==> config.mk <==
export PLATFORM = sky130hd
export DESIGN_NAME = execCore
export DESIGN_NICKNAME = d
export VERILOG_FILES = /design/src/logic/mipsExecPkg.sv /design/src/logic/ctrlIf.sv /design/src/logic/mainDecoder.sv /design/src/logic/aluControl.sv /design/src/logic/regFile.sv /design/src/logic/aluStage.sv /design/src/logic/execCore.sv
export SDC_FILE = /design/constraint.sdc
export NUM_CORES = 2
export LEC_CHECK = 0
export BUFFER_PORTS_ARGS = -buffer_cell sky130_fd_sc_hd__buf_4
export CELL_PAD_IN_SITES_DETAIL_PLACEMENT = 2
export CELL_PAD_IN_SITES_GLOBAL_PLACEMENT = 2
export CORE_MARGIN = 10
export CORE_UTILIZATION = 40
export DETAILED_ROUTE_END_ITERATION = 8
export GPL_TIMING_DRIVEN = 0
export PLACE_DENSITY_LB_ADDON = 0.1
export SETUP_SLACK_MARGIN = 0.4
export SLEW_MARGIN = 30
export SYNTH_ARGS = -nofsm -noshare
export SYNTH_HDL_FRONTEND = slang
export SYNTH_SLANG_ARGS = --single-unit
==> constraint.sdc <==
create_clock -name clk -period 6.8 [get_ports clk]
set_input_delay 0.34 -clock clk [delete_from_list [all_inputs] [get_ports clk]]
set_output_delay 0.34 -clock clk [all_outputs]
set_load 0.03 [all_outputs]
==> src/logic/mipsExecPkg.sv <==
package mipsExecPkg;

    localparam int DataWidth    = 32;
    localparam int RegAddrWidth = 5;
    localparam int NumRegs      = 32;
    localparam int FieldWidth   = 6;
    localparam int ImmWidth     = 16;

    // Primary opcode field, instr[31:26]
    typedef enum logic [FieldWidth-1:0] {
        OpRtype = 6'b000000,
        OpBeq   = 6'b000100,
        OpAddi  = 6'b001000,
        OpAddiu = 6'b001001,
        OpSlti  = 6'b001010,
        OpAndi  = 6'b001100,
        OpOri   = 6'b001101,
        OpXori  = 6'b001110
    } opcodeE;

    // R-type funct field, instr[5:0]
    typedef enum logic [FieldWidth-1:0] {
        FnSll  = 6'b000000,
        FnAdd  = 6'b100000,
        FnAddu = 6'b100001,
        FnSub  = 6'b100010,
        FnSubu = 6'b100011,
        FnAnd  = 6'b100100,
        FnOr   = 6'b100101,
        FnXor  = 6'b100110,
        FnNor  = 6'b100111,
        FnSlt  = 6'b101010
    } functE;

    // ALU class from the main decoder
    typedef enum logic [1:0] {
        ClsAdd   = 2'b00,
        ClsSub   = 2'b01,
        ClsFunct = 2'b10,
        ClsImm   = 2'b11
    } aluClassE;

    typedef enum logic [3:0] {
        AluAnd = 4'b0000,
        AluOr  = 4'b0001,
        AluAdd = 4'b0010,
        AluSll = 4'b0011,
        AluSub = 4'b0110,
        AluSlt = 4'b0111,
        AluNor = 4'b1100,
        AluXor = 4'b1101,
        AluBad = 4'b1111  // Unknown funct or opcode
    } aluOpE;

endpackage

==> src/logic/ctrlIf.sv <==
`timescale 1ns/10ps

interface ctrlIf;

    mipsExecPkg::aluClassE aluClass;
    logic                  aluSrcImm;   // Operand B from immediate
    logic                  immZeroExt;  // Zero extend, else sign extend
    logic                  regDstRd;    // Destination rd, else rt
    logic                  regWrite;

    modport decoder (output aluClass, output aluSrcImm, output immZeroExt,
                     output regDstRd, output regWrite);

    modport aluCtl (input aluClass);

    modport datapath (input aluSrcImm, input immZeroExt, input regDstRd, input regWrite);

endinterface

==> src/logic/mainDecoder.sv <==
`timescale 1ns/10ps

module mainDecoder
(
    input  mipsExecPkg::opcodeE opcode,
    ctrlIf.decoder              ctrl,
    output logic                badOpcode
);

    always_comb
    begin
        ctrl.aluClass   = mipsExecPkg::ClsAdd;
        ctrl.aluSrcImm  = 1'b0;
        ctrl.immZeroExt = 1'b0;
        ctrl.regDstRd   = 1'b0;
        ctrl.regWrite   = 1'b0;
        badOpcode       = 1'b0;

        case (opcode)
            mipsExecPkg::OpRtype:
            begin
                ctrl.aluClass = mipsExecPkg::ClsFunct;
                ctrl.regDstRd = 1'b1;
                ctrl.regWrite = 1'b1;
            end
            mipsExecPkg::OpAddi, mipsExecPkg::OpAddiu:
            begin
                ctrl.aluClass  = mipsExecPkg::ClsAdd;  // Plain add, no overflow trap
                ctrl.aluSrcImm = 1'b1;
                ctrl.regWrite  = 1'b1;
            end
            mipsExecPkg::OpSlti:
            begin
                ctrl.aluClass  = mipsExecPkg::ClsImm;
                ctrl.aluSrcImm = 1'b1;
                ctrl.regWrite  = 1'b1;
            end
            mipsExecPkg::OpAndi, mipsExecPkg::OpOri, mipsExecPkg::OpXori:
            begin
                ctrl.aluClass   = mipsExecPkg::ClsImm;
                ctrl.aluSrcImm  = 1'b1;
                ctrl.immZeroExt = 1'b1;  // Logical immediates
                ctrl.regWrite   = 1'b1;
            end
            mipsExecPkg::OpBeq:
            begin
                ctrl.aluClass = mipsExecPkg::ClsSub;  // Compare only
            end
            default:
            begin
                badOpcode = 1'b1;
            end
        endcase
    end

endmodule

==> src/logic/aluControl.sv <==
`timescale 1ns/10ps

module aluControl
(
    ctrlIf.aluCtl               ctrl,
    input  mipsExecPkg::functE  funct,
    input  mipsExecPkg::opcodeE opcode,
    output mipsExecPkg::aluOpE  aluOp
);

    always_comb
    begin
        case (ctrl.aluClass)
            mipsExecPkg::ClsAdd:
            begin
                aluOp = mipsExecPkg::AluAdd;
            end
            mipsExecPkg::ClsSub:
            begin
                aluOp = mipsExecPkg::AluSub;
            end
            mipsExecPkg::ClsFunct:
            begin
                case (funct)
                    mipsExecPkg::FnAdd:  aluOp = mipsExecPkg::AluAdd;
                    mipsExecPkg::FnAddu: aluOp = mipsExecPkg::AluAdd;
                    mipsExecPkg::FnSub:  aluOp = mipsExecPkg::AluSub;
                    mipsExecPkg::FnSubu: aluOp = mipsExecPkg::AluSub;
                    mipsExecPkg::FnAnd:  aluOp = mipsExecPkg::AluAnd;
                    mipsExecPkg::FnOr:   aluOp = mipsExecPkg::AluOr;
                    mipsExecPkg::FnNor:  aluOp = mipsExecPkg::AluNor;
                    mipsExecPkg::FnXor:  aluOp = mipsExecPkg::AluXor;
                    mipsExecPkg::FnSlt:  aluOp = mipsExecPkg::AluSlt;
                    mipsExecPkg::FnSll:  aluOp = mipsExecPkg::AluSll;
                    default:             aluOp = mipsExecPkg::AluBad;  // Unsupported funct
                endcase
            end
            mipsExecPkg::ClsImm:
            begin
                // Immediate ops that need more than an add
                case (opcode)
                    mipsExecPkg::OpSlti: aluOp = mipsExecPkg::AluSlt;
                    mipsExecPkg::OpAndi: aluOp = mipsExecPkg::AluAnd;
                    mipsExecPkg::OpOri:  aluOp = mipsExecPkg::AluOr;
                    mipsExecPkg::OpXori: aluOp = mipsExecPkg::AluXor;
                    default:             aluOp = mipsExecPkg::AluBad;
                endcase
            end
            default:
            begin
                aluOp = mipsExecPkg::AluBad;
            end
        endcase
    end

endmodule

==> src/logic/regFile.sv <==
`timescale 1ns/10ps

module regFile
(
    input  logic                                clk,
    input  logic                                rst,
    input  logic [mipsExecPkg::RegAddrWidth-1:0] rsAddr,
    input  logic [mipsExecPkg::RegAddrWidth-1:0] rtAddr,
    output logic [mipsExecPkg::DataWidth-1:0]    rsData,
    output logic [mipsExecPkg::DataWidth-1:0]    rtData,
    input  logic                                wrEn,
    input  logic [mipsExecPkg::RegAddrWidth-1:0] wrAddr,
    input  logic [mipsExecPkg::DataWidth-1:0]    wrData
);

    logic [mipsExecPkg::DataWidth-1:0] regs [mipsExecPkg::NumRegs];

    always_ff @(posedge clk)
    begin
        if (rst)
        begin
            for (int i = 0; i < mipsExecPkg::NumRegs; i++)
            begin
                regs[i] <= '0;
            end
        end
        else if (wrEn && wrAddr != '0)  // r0 stays zero
        begin
            regs[wrAddr] <= wrData;
        end
    end

    // Pending write is forwarded so the next instruction sees it
    assign rsData = (rsAddr == '0) ? '0 :
                    (wrEn && wrAddr == rsAddr) ? wrData : regs[rsAddr];
    assign rtData = (rtAddr == '0) ? '0 :
                    (wrEn && wrAddr == rtAddr) ? wrData : regs[rtAddr];

endmodule

==> src/logic/aluStage.sv <==
`timescale 1ns/10ps

module aluStage
(
    input  logic                                 clk,
    input  logic                                 rst,
    ctrlIf.datapath                              ctrl,
    input  logic                                 valid,
    input  logic                                 badOpcode,
    input  mipsExecPkg::aluOpE                   aluOp,
    input  logic [mipsExecPkg::DataWidth-1:0]    rsData,
    input  logic [mipsExecPkg::DataWidth-1:0]    rtData,
    input  logic [mipsExecPkg::ImmWidth-1:0]     imm,
    input  logic [mipsExecPkg::RegAddrWidth-1:0] shamt,
    input  logic [mipsExecPkg::RegAddrWidth-1:0] rtAddr,
    input  logic [mipsExecPkg::RegAddrWidth-1:0] rdAddr,
    output logic [mipsExecPkg::DataWidth-1:0]    result,
    output logic [mipsExecPkg::RegAddrWidth-1:0] resultReg,
    output logic                                 zero,
    output logic                                 resultValid,
    output logic                                 branchDone,
    output logic                                 illegal
);

    localparam int ExtWidth = mipsExecPkg::DataWidth - mipsExecPkg::ImmWidth;

    logic [mipsExecPkg::DataWidth-1:0]    immExt;
    logic [mipsExecPkg::DataWidth-1:0]    opB;
    logic [mipsExecPkg::DataWidth-1:0]    aluResult;
    logic [mipsExecPkg::RegAddrWidth-1:0] destReg;
    logic                                 isBad;
    logic                                 doWrite;

    assign immExt  = ctrl.immZeroExt ? {{ExtWidth{1'b0}}, imm} : {{ExtWidth{imm[15]}}, imm};
    assign opB     = ctrl.aluSrcImm ? immExt : rtData;
    assign destReg = ctrl.regDstRd ? rdAddr : rtAddr;
    assign isBad   = badOpcode || (aluOp == mipsExecPkg::AluBad);
    assign doWrite = ctrl.regWrite && (destReg != '0);  // A write to r0 retires as non-writing

    always_comb
    begin
        case (aluOp)
            mipsExecPkg::AluAnd: aluResult = rsData & opB;
            mipsExecPkg::AluOr:  aluResult = rsData | opB;
            mipsExecPkg::AluNor: aluResult = ~(rsData | opB);
            mipsExecPkg::AluXor: aluResult = rsData ^ opB;
            mipsExecPkg::AluAdd: aluResult = rsData + opB;
            mipsExecPkg::AluSub: aluResult = rsData - opB;
            mipsExecPkg::AluSlt: aluResult = {{(mipsExecPkg::DataWidth-1){1'b0}},
                                              $signed(rsData) < $signed(opB)};
            mipsExecPkg::AluSll: aluResult = rtData << shamt;  // Shifts rt, not rs
            default:             aluResult = '0;
        endcase
    end

    always_ff @(posedge clk)
    begin
        if (rst)
        begin
            resultValid <= 1'b0;
            branchDone  <= 1'b0;
            illegal     <= 1'b0;
        end
        else
        begin
            illegal     <= valid && isBad;
            resultValid <= valid && !isBad && doWrite;
            branchDone  <= valid && !isBad && !doWrite;
        end
    end

    // Payload only loads on accepted instructions
    always_ff @(posedge clk)
    begin
        if (valid)
        begin
            result    <= aluResult;
            resultReg <= destReg;
            zero      <= (aluResult == '0);
        end
    end

endmodule

==> src/logic/execCore.sv <==
`timescale 1ns/10ps

module execCore
(
    input  logic                                 clk,
    input  logic                                 rst,
    input  logic                                 instrValid,
    input  logic [mipsExecPkg::DataWidth-1:0]    instr,
    output logic [mipsExecPkg::DataWidth-1:0]    result,
    output logic [mipsExecPkg::RegAddrWidth-1:0] resultReg,
    output logic                                 zero,
    output logic                                 resultValid,
    output logic                                 branchDone,
    output logic                                 illegal
);

    mipsExecPkg::opcodeE                  opcode;
    mipsExecPkg::functE                   funct;
    mipsExecPkg::aluOpE                   aluOp;
    logic [mipsExecPkg::RegAddrWidth-1:0] rsAddr;
    logic [mipsExecPkg::RegAddrWidth-1:0] rtAddr;
    logic [mipsExecPkg::RegAddrWidth-1:0] rdAddr;
    logic [mipsExecPkg::RegAddrWidth-1:0] shamt;
    logic [mipsExecPkg::ImmWidth-1:0]     imm;
    logic [mipsExecPkg::DataWidth-1:0]    rsData;
    logic [mipsExecPkg::DataWidth-1:0]    rtData;
    logic                                 badOpcode;

    // Instruction fields
    assign opcode = mipsExecPkg::opcodeE'(instr[31:26]);
    assign rsAddr = instr[25:21];
    assign rtAddr = instr[20:16];
    assign rdAddr = instr[15:11];
    assign shamt  = instr[10:6];
    assign funct  = mipsExecPkg::functE'(instr[5:0]);
    assign imm    = instr[15:0];

    ctrlIf ctrl ();

    mainDecoder mainDecoder_inst (
        .opcode    (opcode),
        .ctrl      (ctrl.decoder),
        .badOpcode (badOpcode)
    );

    aluControl aluControl_inst (
        .ctrl   (ctrl.aluCtl),
        .funct  (funct),
        .opcode (opcode),
        .aluOp  (aluOp)
    );

    // Write port fed back from the registered result
    regFile regFile_inst (
        .clk    (clk),
        .rst    (rst),
        .rsAddr (rsAddr),
        .rtAddr (rtAddr),
        .rsData (rsData),
        .rtData (rtData),
        .wrEn   (resultValid),
        .wrAddr (resultReg),
        .wrData (result)
    );

    aluStage aluStage_inst (
        .clk         (clk),
        .rst         (rst),
        .ctrl        (ctrl.datapath),
        .valid       (instrValid),
        .badOpcode   (badOpcode),
        .aluOp       (aluOp),
        .rsData      (rsData),
        .rtData      (rtData),
        .imm         (imm),
        .shamt       (shamt),
        .rtAddr      (rtAddr),
        .rdAddr      (rdAddr),
        .result      (result),
        .resultReg   (resultReg),
        .zero        (zero),
        .resultValid (resultValid),
        .branchDone  (branchDone),
        .illegal     (illegal)
    );

endmodule

### Word-level counts from Yosys, hierarchy flattened

Memories as Yosys holds them, arrays and structs flattened.
Index checks and enable logic that the tools add are counted.

| operators by class | value |
|---|---|
| $add $sub $neg | 2 |
| $lt $le $gt $ge | 1 |
| equal/unequal tests | 29 |
| shifts and indexed selects | 1 |
| muxes and demuxes | 25 |
| bitwise gates (word level) | 4 |
| reduce and logical (&&, ||, !) cells | 28 |

Operators by type and width:

| operator | count |
|---|---|
| $pmux 32 s8 | 1 |
| $mux 32 | 7 |
| $eq 6x6->1 const B | 9 |
| $eq 6x4->1 const B | 6 |
| $add 32x32->32 | 1 |
| $and 32x32->32 | 1 |
| $logic_not 32->1 | 1 |
| $lt 32x32->1 | 1 |
| $not 32->32 | 1 |
| $or 32x32->32 | 1 |
| $pmux 4 s4 | 2 |
| $pmux 4 s8 | 1 |
| $reduce_or 32->1 | 1 |
| $shl 32x5->32 | 1 |
| $sub 32x32->32 | 1 |
| $xor 32x32->32 | 1 |
| $eq 4x4->1 const B | 3 |
| $logic_not 6->1 | 2 |
| $mux 1 | 11 |
| $eq 5x5->1 | 2 |
| $logic_not 5->1 | 2 |
| $mux 5 | 2 |
| $reduce_bool 5->1 | 2 |
| $eq 4x2->1 const B | 2 |
| 17 further kinds | 28 |

| word-level totals | value |
|---|---|
| register bits | 41 |
| memory bits (writable) | 1,024 |
| input port bits | 35 |
| word-level logic and storage cells | 97 |
| memories kept | 1 |

Memory list:

| name | words | width | rd ports | clocked after Yosys merged registers in | write ports | line | source |
|---|---|---|---|---|---|---|---|
| regFile_inst.regs | 32 | 32 | 2 | 0 | 32 | regFile.sv:16 | `logic [mipsExecPkg::DataWidth-1:0] regs [mipsExecPkg::NumRegs];` |

### Depth between registers and ports, before layout

| depth | value |
|---|---|
| depth in word-level cells | 10 |
| depth in mapped cells | 28 |

### Hierarchy

From an unflattened synthesis, not the netlist that was laid out.

| second synthesis, totals | value |
|---|---|
| cell total of the unflattened synthesis | 5,116 |
| area, all modules | 65,395.2 sq um |

By module, submodules not included:

| module | times used | cells each | area each (sq um) | sequential area each (sq um) |
|---|---|---|---|---|
| regFile | 1 | 3,802 | 55,061.6 | 30,749.5 |
| aluStage | 1 | 1,262 | 10,003.3 | 1,201.2 |
| aluControl | 1 | 31 | 182.7 | 0.0 |
| mainDecoder | 1 | 21 | 147.6 | 0.0 |

### Worst setup path after synthesis

OpenSTA, ideal clock, no wires.

| timing | value |
|---|---|
| path type | input -> register |
| from | input port instr[21] (netlist name) |
| to | register aluStage_inst.zero, data pin |
| library setup time | 0.170 ns |
| arrival | 6.205 ns |
| setup slack | 0.425 ns |
| cell stages on the path | 26 |
| path buffers | 5 |
| path through | clkbuf_1 clkbuf_1 clkbuf_1 buf_1 mux4_2 a211oi_1 a211oi_1 a21oi_1 nand2_1 o21ai_0 nor2_1 ha_1 clkbuf_1 or3_1 nor3_1 nor3_1 a21o_1 nor3_1 mux2i_1 a21oi_1 nor4_1 nand4b_1 or4_1 nor4_2 nand4b_1 nor4_2 |

| between the ends | value |
|---|---|
| longest elaborated chain between the ends | 8 |

RTL lines:

| item | line | source |
|---|---|---|
| from (decl) | execCore.sv:8 | `input logic [mipsExecPkg::DataWidth-1:0] instr,` |
| branches (longest 3 deep; another with $mem_v2 32x32) | -- |  |
| $mux 32 (*) | regFile.sv:34 | `assign rsData = (rsAddr == '0) ? '0 :` |
| branches (longest 2 deep; another with $sub 32x32->32) | -- |  |
| $pmux 32 s8 (*) | aluStage.sv:42 | `case (aluOp)` |
| via aluStage_inst.aluResult, one bit | aluStage.sv:29 | `logic [mipsExecPkg::DataWidth-1:0] aluResult;` |
| $logic_not 32->1 (*) | aluStage.sv:79 | `zero <= (aluResult == '0);` |
| to (signal assigned) | aluStage.sv:79 |  |
| to (decl) | aluStage.sv:19 | `output logic zero,` |

Mark *: on every way through the listed nets, which the timed path passes.
A chain may end at the register's enable or synchronous reset.

### Final worst setup path

| timing | value |
|---|---|
| from | input port instr[16] (netlist name) |
| to | register aluStage_inst.zero, data pin |

| between the ends | value |
|---|---|
| longest elaborated chain between the ends | 9 |

RTL lines:

| item | line | source |
|---|---|---|
| branches (longest 3 deep; another with $mem_v2 32x32) | -- |  |
| $mux 32 (*) | regFile.sv:36 | `assign rtData = (rtAddr == '0) ? '0 :` |
| branches (longest 3 deep; another with $sub 32x32->32) | -- |  |
| $pmux 32 s8 (*) | aluStage.sv:42 |  |
| via aluStage_inst.aluResult, one bit | aluStage.sv:29 |  |
| $logic_not 32->1 (*) | aluStage.sv:79 |  |

Marked as above.

==> impl_results.html <==
<table>
<tr><th>Metric</th><th>Value</th></tr>
<tr><th colspan="2">Status</th></tr>
<tr><td>Outcome</td><td>finished, final reports clean</td></tr>
<tr><th colspan="2">Worst setup path</th></tr>
<tr><td>Setup crit end kind</td><td>flop</td></tr>
<tr><td>Data required time at the worst endpoint</td><td>7420 ps</td></tr>
<tr><td>Launching instance or port of the critical path</td><td>instr[16]</td></tr>
<tr><td>Maximum fanout encountered on the critical timing path</td><td>10</td></tr>
<tr><td>Kind of start point of the critical path</td><td>primary input</td></tr>
<tr><td>Worst endpoint data arrival time</td><td>7410 ps</td></tr>
<tr><td>Crit Path Class</td><td>primary input to flop</td></tr>
<tr><td>Reg-to-reg critical path startpoint</td><td>aluStage_inst.resultReg[4]$_DFFE_PP_</td></tr>
<tr><th colspan="2">Final layout</th></tr>
<tr><td>Most common library cell in the layout ignoring fill and taps</td><td>edfxtp_1</td></tr>
<tr><td>Non-filler cells in the finished layout</td><td>7954</td></tr>
<tr><td>Filler instances</td><td>15700</td></tr>
<tr><td>Syn-to-layout area delta</td><td>21.0%</td></tr>
<tr><td>FF/Latch Area</td><td>0.0320 mm²</td></tr>
<tr><td>Number of nets in the final layout</td><td>5801</td></tr>
<tr><td>Combined area of the multi-input logic cells</td><td>0.0330 mm²</td></tr>
<tr><td>Most used cells in the layout excluding fill and tap cells</td><td>edfxtp_1 (1062), and2_1 (853), mux4_2 (449)</td></tr>
<tr><td>Core Util, Final</td><td>0.486</td></tr>
<tr><td>Proportion of layout cells with a drive suffix above 1</td><td>0.267</td></tr>
<tr><th colspan="2">Drt</th></tr>
<tr><td>Violation count after the first detailed-route iteration</td><td>10100</td></tr>
<tr><td>Detailed-route wire length per cell</td><td>51.6 µm</td></tr>
<tr><td>Routed wire length</td><td>411 mm</td></tr>
<tr><td>Routed via count</td><td>57900</td></tr>
<tr><td>Final routed DRC violation total</td><td>0</td></tr>
<tr><td>Via-per-instance ratio</td><td>7.28</td></tr>
<tr><td>Antenna violation net count after detailed routing</td><td>0</td></tr>
<tr><td>TritonRoute pass-1 iters</td><td>6</td></tr>
<tr><th colspan="2">Floorplanning</th></tr>
<tr><td>Height of the die</td><td>424 µm</td></tr>
<tr><td>Placeable core region</td><td>0.163 mm²</td></tr>
<tr><td>Die Span X</td><td>424 µm</td></tr>
<tr><td>Die area</td><td>0.180 mm²</td></tr>
<tr><td>FP Rows</td><td>148</td></tr>
<tr><td>Starting utilization of the core area</td><td>0.402</td></tr>
<tr><td>I/O pin cnt</td><td>76</td></tr>
<tr><th colspan="2">Power and ir drop</th></tr>
<tr><td>Highest ir drop seen on vdd</td><td>0.000205 V</td></tr>
<tr><td>Sum of internal, switching and leakage power</td><td>20.6 mW</td></tr>
<tr><td>Power density over the cells</td><td>260 mW/mm²</td></tr>
<tr><td>Static Leakage</td><td>28.9 nW</td></tr>
<tr><th colspan="2">Global routing</th></tr>
<tr><td>Met3 Use GR</td><td>0.202</td></tr>
<tr><td>Global-route track usage on met2</td><td>0.633</td></tr>
<tr><td>Number of antenna violations at the first check in global routing</td><td>50</td></tr>
<tr><td>Global route overflow</td><td>0</td></tr>
<tr><td>Met1 Resource Use GR</td><td>0.508</td></tr>
<tr><td>First-pass GRT wire length</td><td>536 mm</td></tr>
<tr><td>Maximum number of pins on one net before global-route repair</td><td>41</td></tr>
<tr><td>Layer with the highest usage</td><td>met2</td></tr>
<tr><td>GRT Total Usage</td><td>0.440</td></tr>
<tr><td>Vias in the first global route</td><td>57200</td></tr>
<tr><th colspan="2">CTS</th></tr>
<tr><td>TritonCTS clock tree</td><td>yes</td></tr>
<tr><td>Clock insertion delay at the later pin of the skew report</td><td>820 ps</td></tr>
<tr><td>Clock Tree Root</td><td>clkbuf_16</td></tr>
<tr><td>Level count of the clock H-tree</td><td>4</td></tr>
<tr><td>Number of sinks on the clock net</td><td>1065</td></tr>
<tr><td>Clock buffers created by TritonCTS</td><td>131</td></tr>
<tr><td>Clock transition at the registers of the reported paths</td><td>60 ps</td></tr>
<tr><td>Bufs on Longest Clock Path</td><td>3</td></tr>
<tr><th colspan="2">Synthesis</th></tr>
<tr><td>Asr flop ratio synth</td><td>0</td></tr>
<tr><td>Area of the mapped netlist</td><td>0.0653 mm²</td></tr>
<tr><td>Yosys synthesis warning count</td><td>0</td></tr>
<tr><td>Top_reg_cell synth</td><td>edfxtp_1</td></tr>
<tr><td>Portion of the post-synthesis area used by sequential elements</td><td>0.489</td></tr>
<tr><td>Number of instances in the synthesized netlist</td><td>5205</td></tr>
<tr><td>Number of enable flip-flop cells after synthesis</td><td>1062</td></tr>
<tr><td>Cell types with the largest area share after synthesis</td><td>edfxtp_1 (49%), mux4_2 (15%), and2_1 (8.2%)</td></tr>
<tr><td>Mean post-synth cell area</td><td>12.6 µm²</td></tr>
<tr><td>Synthesis-stage register bit count</td><td>1065</td></tr>
<tr><td>Area fraction of the dominant cell type after synthesis</td><td>0.488</td></tr>
<tr><td>Number of unique standard cell types used by synthesis</td><td>102</td></tr>
<tr><td>Largest area contributor in the netlist</td><td>edfxtp_1</td></tr>
<tr><th colspan="2">STA</th></tr>
<tr><td>Final-report max-slew violation count</td><td>0</td></tr>
<tr><td>Fin crit share</td><td>0.999</td></tr>
<tr><td>Slew HR</td><td>0.190</td></tr>
<tr><td>Post-layout minimum cycle time</td><td>6790 ps</td></tr>
<tr><td>Layout Skew</td><td>30.1 ps</td></tr>
<tr><td>Min Hold Slack</td><td>72.5 ps</td></tr>
<tr><td>Setup repair after global routing missed its margin</td><td>yes</td></tr>
<tr><td>Setup violation total in the final timing report</td><td>0</td></tr>
<tr><td>Post-route setup slack</td><td>7.45 ps</td></tr>
<tr><td>Transition time at the pin with the least slew margin</td><td>1210 ps</td></tr>
<tr><td>Maximum clock frequency</td><td>147 MHz</td></tr>
<tr><td>Hold Vio Cnt, Final</td><td>0</td></tr>
<tr><th colspan="2">Place</th></tr>
<tr><td>Weighted congestion reported at the end of routability-driven placement</td><td>1.02</td></tr>
<tr><td>Post-Place Worst Slack</td><td>-3630 ps</td></tr>
<tr><td># placed instances</td><td>7564</td></tr>
<tr><td>Number of port buffers</td><td>65</td></tr>
<tr><td>Sum of net half-perimeters after detailed placement</td><td>302 mm</td></tr>
<tr><th colspan="2">Min path</th></tr>
<tr><td>Hold wc startpoint</td><td>instrValid</td></tr>
<tr><td>Type of the tightest min-delay check</td><td>primary input to flop</td></tr>
<tr><th colspan="2">Job</th></tr>
<tr><td>Max-cap violations</td><td>0</td></tr>
</table>
-- repair_timing --
action	CTS	global route
buffers inserted	64	64
hold buffers	7	0
pin swaps	57	62
cloned	1	2
endpoints found under the hold margin	7	0
setup endpoints to repair	28	5
resized for setup	492	190
-- where the power goes --
part,switching [mW],leakage (nW),internal (mW)
logic,3.79,15.9,1.72
clock network,3.15,1.99,3.99
registers,0.394,10.9,7.53
total,7.33,28.9,13.2
-- final cells by class --
| class | count | share of cell area |
|---|---|---|
| Inverter | 111 | 0.00535 |
| Clock inverter | 55 | 0.00694 |
| Buffer | 495 | 0.0419 |
| Sequential cell | 1065 | 0.404 |
| Clock buffer | 174 | 0.0450 |
| Timing Repair Buffer | 291 | 0.0449 |
| Multi-Input combinational cell | 3564 | 0.417 |
| Antenna cell | 24 | 0.000759 |
| Tap cell | 2175 | 0.0344 |
-- layer usage --
metal,up-vias,share of wire
met5,-,0.00023
met2,5254,0.42
li1,20900,-
met3,1523,0.15
met4,16,0.097
met1,30200,0.34
-- sequential cells by signal, summed over array words and instances (netlist names) --
name	cells
aluStage_inst.resultReg	5
aluStage_inst.result	32
aluStage_inst.illegal	1
aluStage_inst.zero	1
aluStage_inst.resultValid	1
aluStage_inst.branchDone	1
regFile_inst.regs	1024
-- through the flow --
step,instance area (µm²),setup TNS [ps]
after floorplan,65500,0
after global placement,68700,-110610
after detailed placement,71000,-38870
after CTS,77700,0
after global routing,79000,0
final,79100,0
-- kinds of logic (layout without fill, tap and decap cells) --
kind of cell | count (synthesis) | count (layout) | synth area share
simple gates | 1804 | 1804 | 0.154
flops | 1065 | 1065 | 0.489
compound gates | 797 | 797 | 0.0847
mux | 790 | 790 | 0.208
buf+inv | 607 | 1126 | 0.0398
fa+ha+maj | 108 | 108 | 0.0209
xor+xnor | 33 | 33 | 0.00454
other cells | 1 | 56 | 0.0000574
-- synthesized netlist by cell type, types with 12 or more instances --
| library cell | instances |
|---|---|
| o2111ai_1 | 15 |
| nor4_1 | 38 |
| and2_1 | 855 |
| mux2_2 | 27 |
| xnor2_1 | 20 |
| inv_1 | 110 |
| o21ai_1 | 14 |
| or3_1 | 20 |
| xor2_1 | 12 |
| a22o_1 | 26 |
| nand3_1 | 61 |
| nor3_1 | 215 |
| a221oi_1 | 20 |
| a211o_1 | 18 |
| a211oi_1 | 48 |
| or2_2 | 52 |
| a22oi_1 | 41 |
| nand2_1 | 198 |
| mux2i_1 | 311 |
| nand4_1 | 12 |
| a31oi_1 | 25 |
| nor2_1 | 222 |
| buf_4 | 16 |
| o22ai_1 | 82 |
| clkbuf_1 | 357 |
| edfxtp_1 | 1062 |
| o211ai_1 | 44 |
| buf_1 | 55 |
| a21oi_1 | 142 |
| ha_1 | 105 |
| o21a_1 | 18 |
| o221ai_1 | 23 |
| nand2b_1 | 21 |
| mux4_2 | 449 |
| a21o_1 | 17 |
| buf_2 | 41 |
| a32oi_1 | 12 |
| o31ai_1 | 18 |
| o21ai_0 | 116 |
| buf_6 | 24 |
| and3_1 | 23 |
| nor2b_1 | 28 |
-- final timing paths --
check | end | slack (ps) | cells past startpoint
worst max-delay path | aluStage_inst.zero$_DFFE_PP_ | 7 | 24
worst min-delay path | aluStage_inst.zero$_DFFE_PP_ | 70 | 1
worst max register to register | aluStage_inst.zero$_DFFE_PP_ | 70 | 27
worst min register to register | regFile_inst.regs[7][30]$_SDFFCE_PN0P_ | 910 | 1
-- worst max-delay path, stage by stage --
cell	delay, ps
buf_6	160
buf_8	200
buf_12	230
buf_12	210
or4_1	690
clkbuf_2	380
buf_4	330
nand2_1	230
nor2_1	100
a21o_1	220
ha_4	250
a21oi_4	250
o2111ai_4	190
a2111oi_4	530
o21ai_4	160
a211oi_2	310
o22ai_2	140
mux2i_2	260
nand4_1	280
or3_4	480
or4_4	500
nor4_4	380
nand4b_1	230
nor4_2	260
Note: power is estimated with default switching activity, not from simulation.
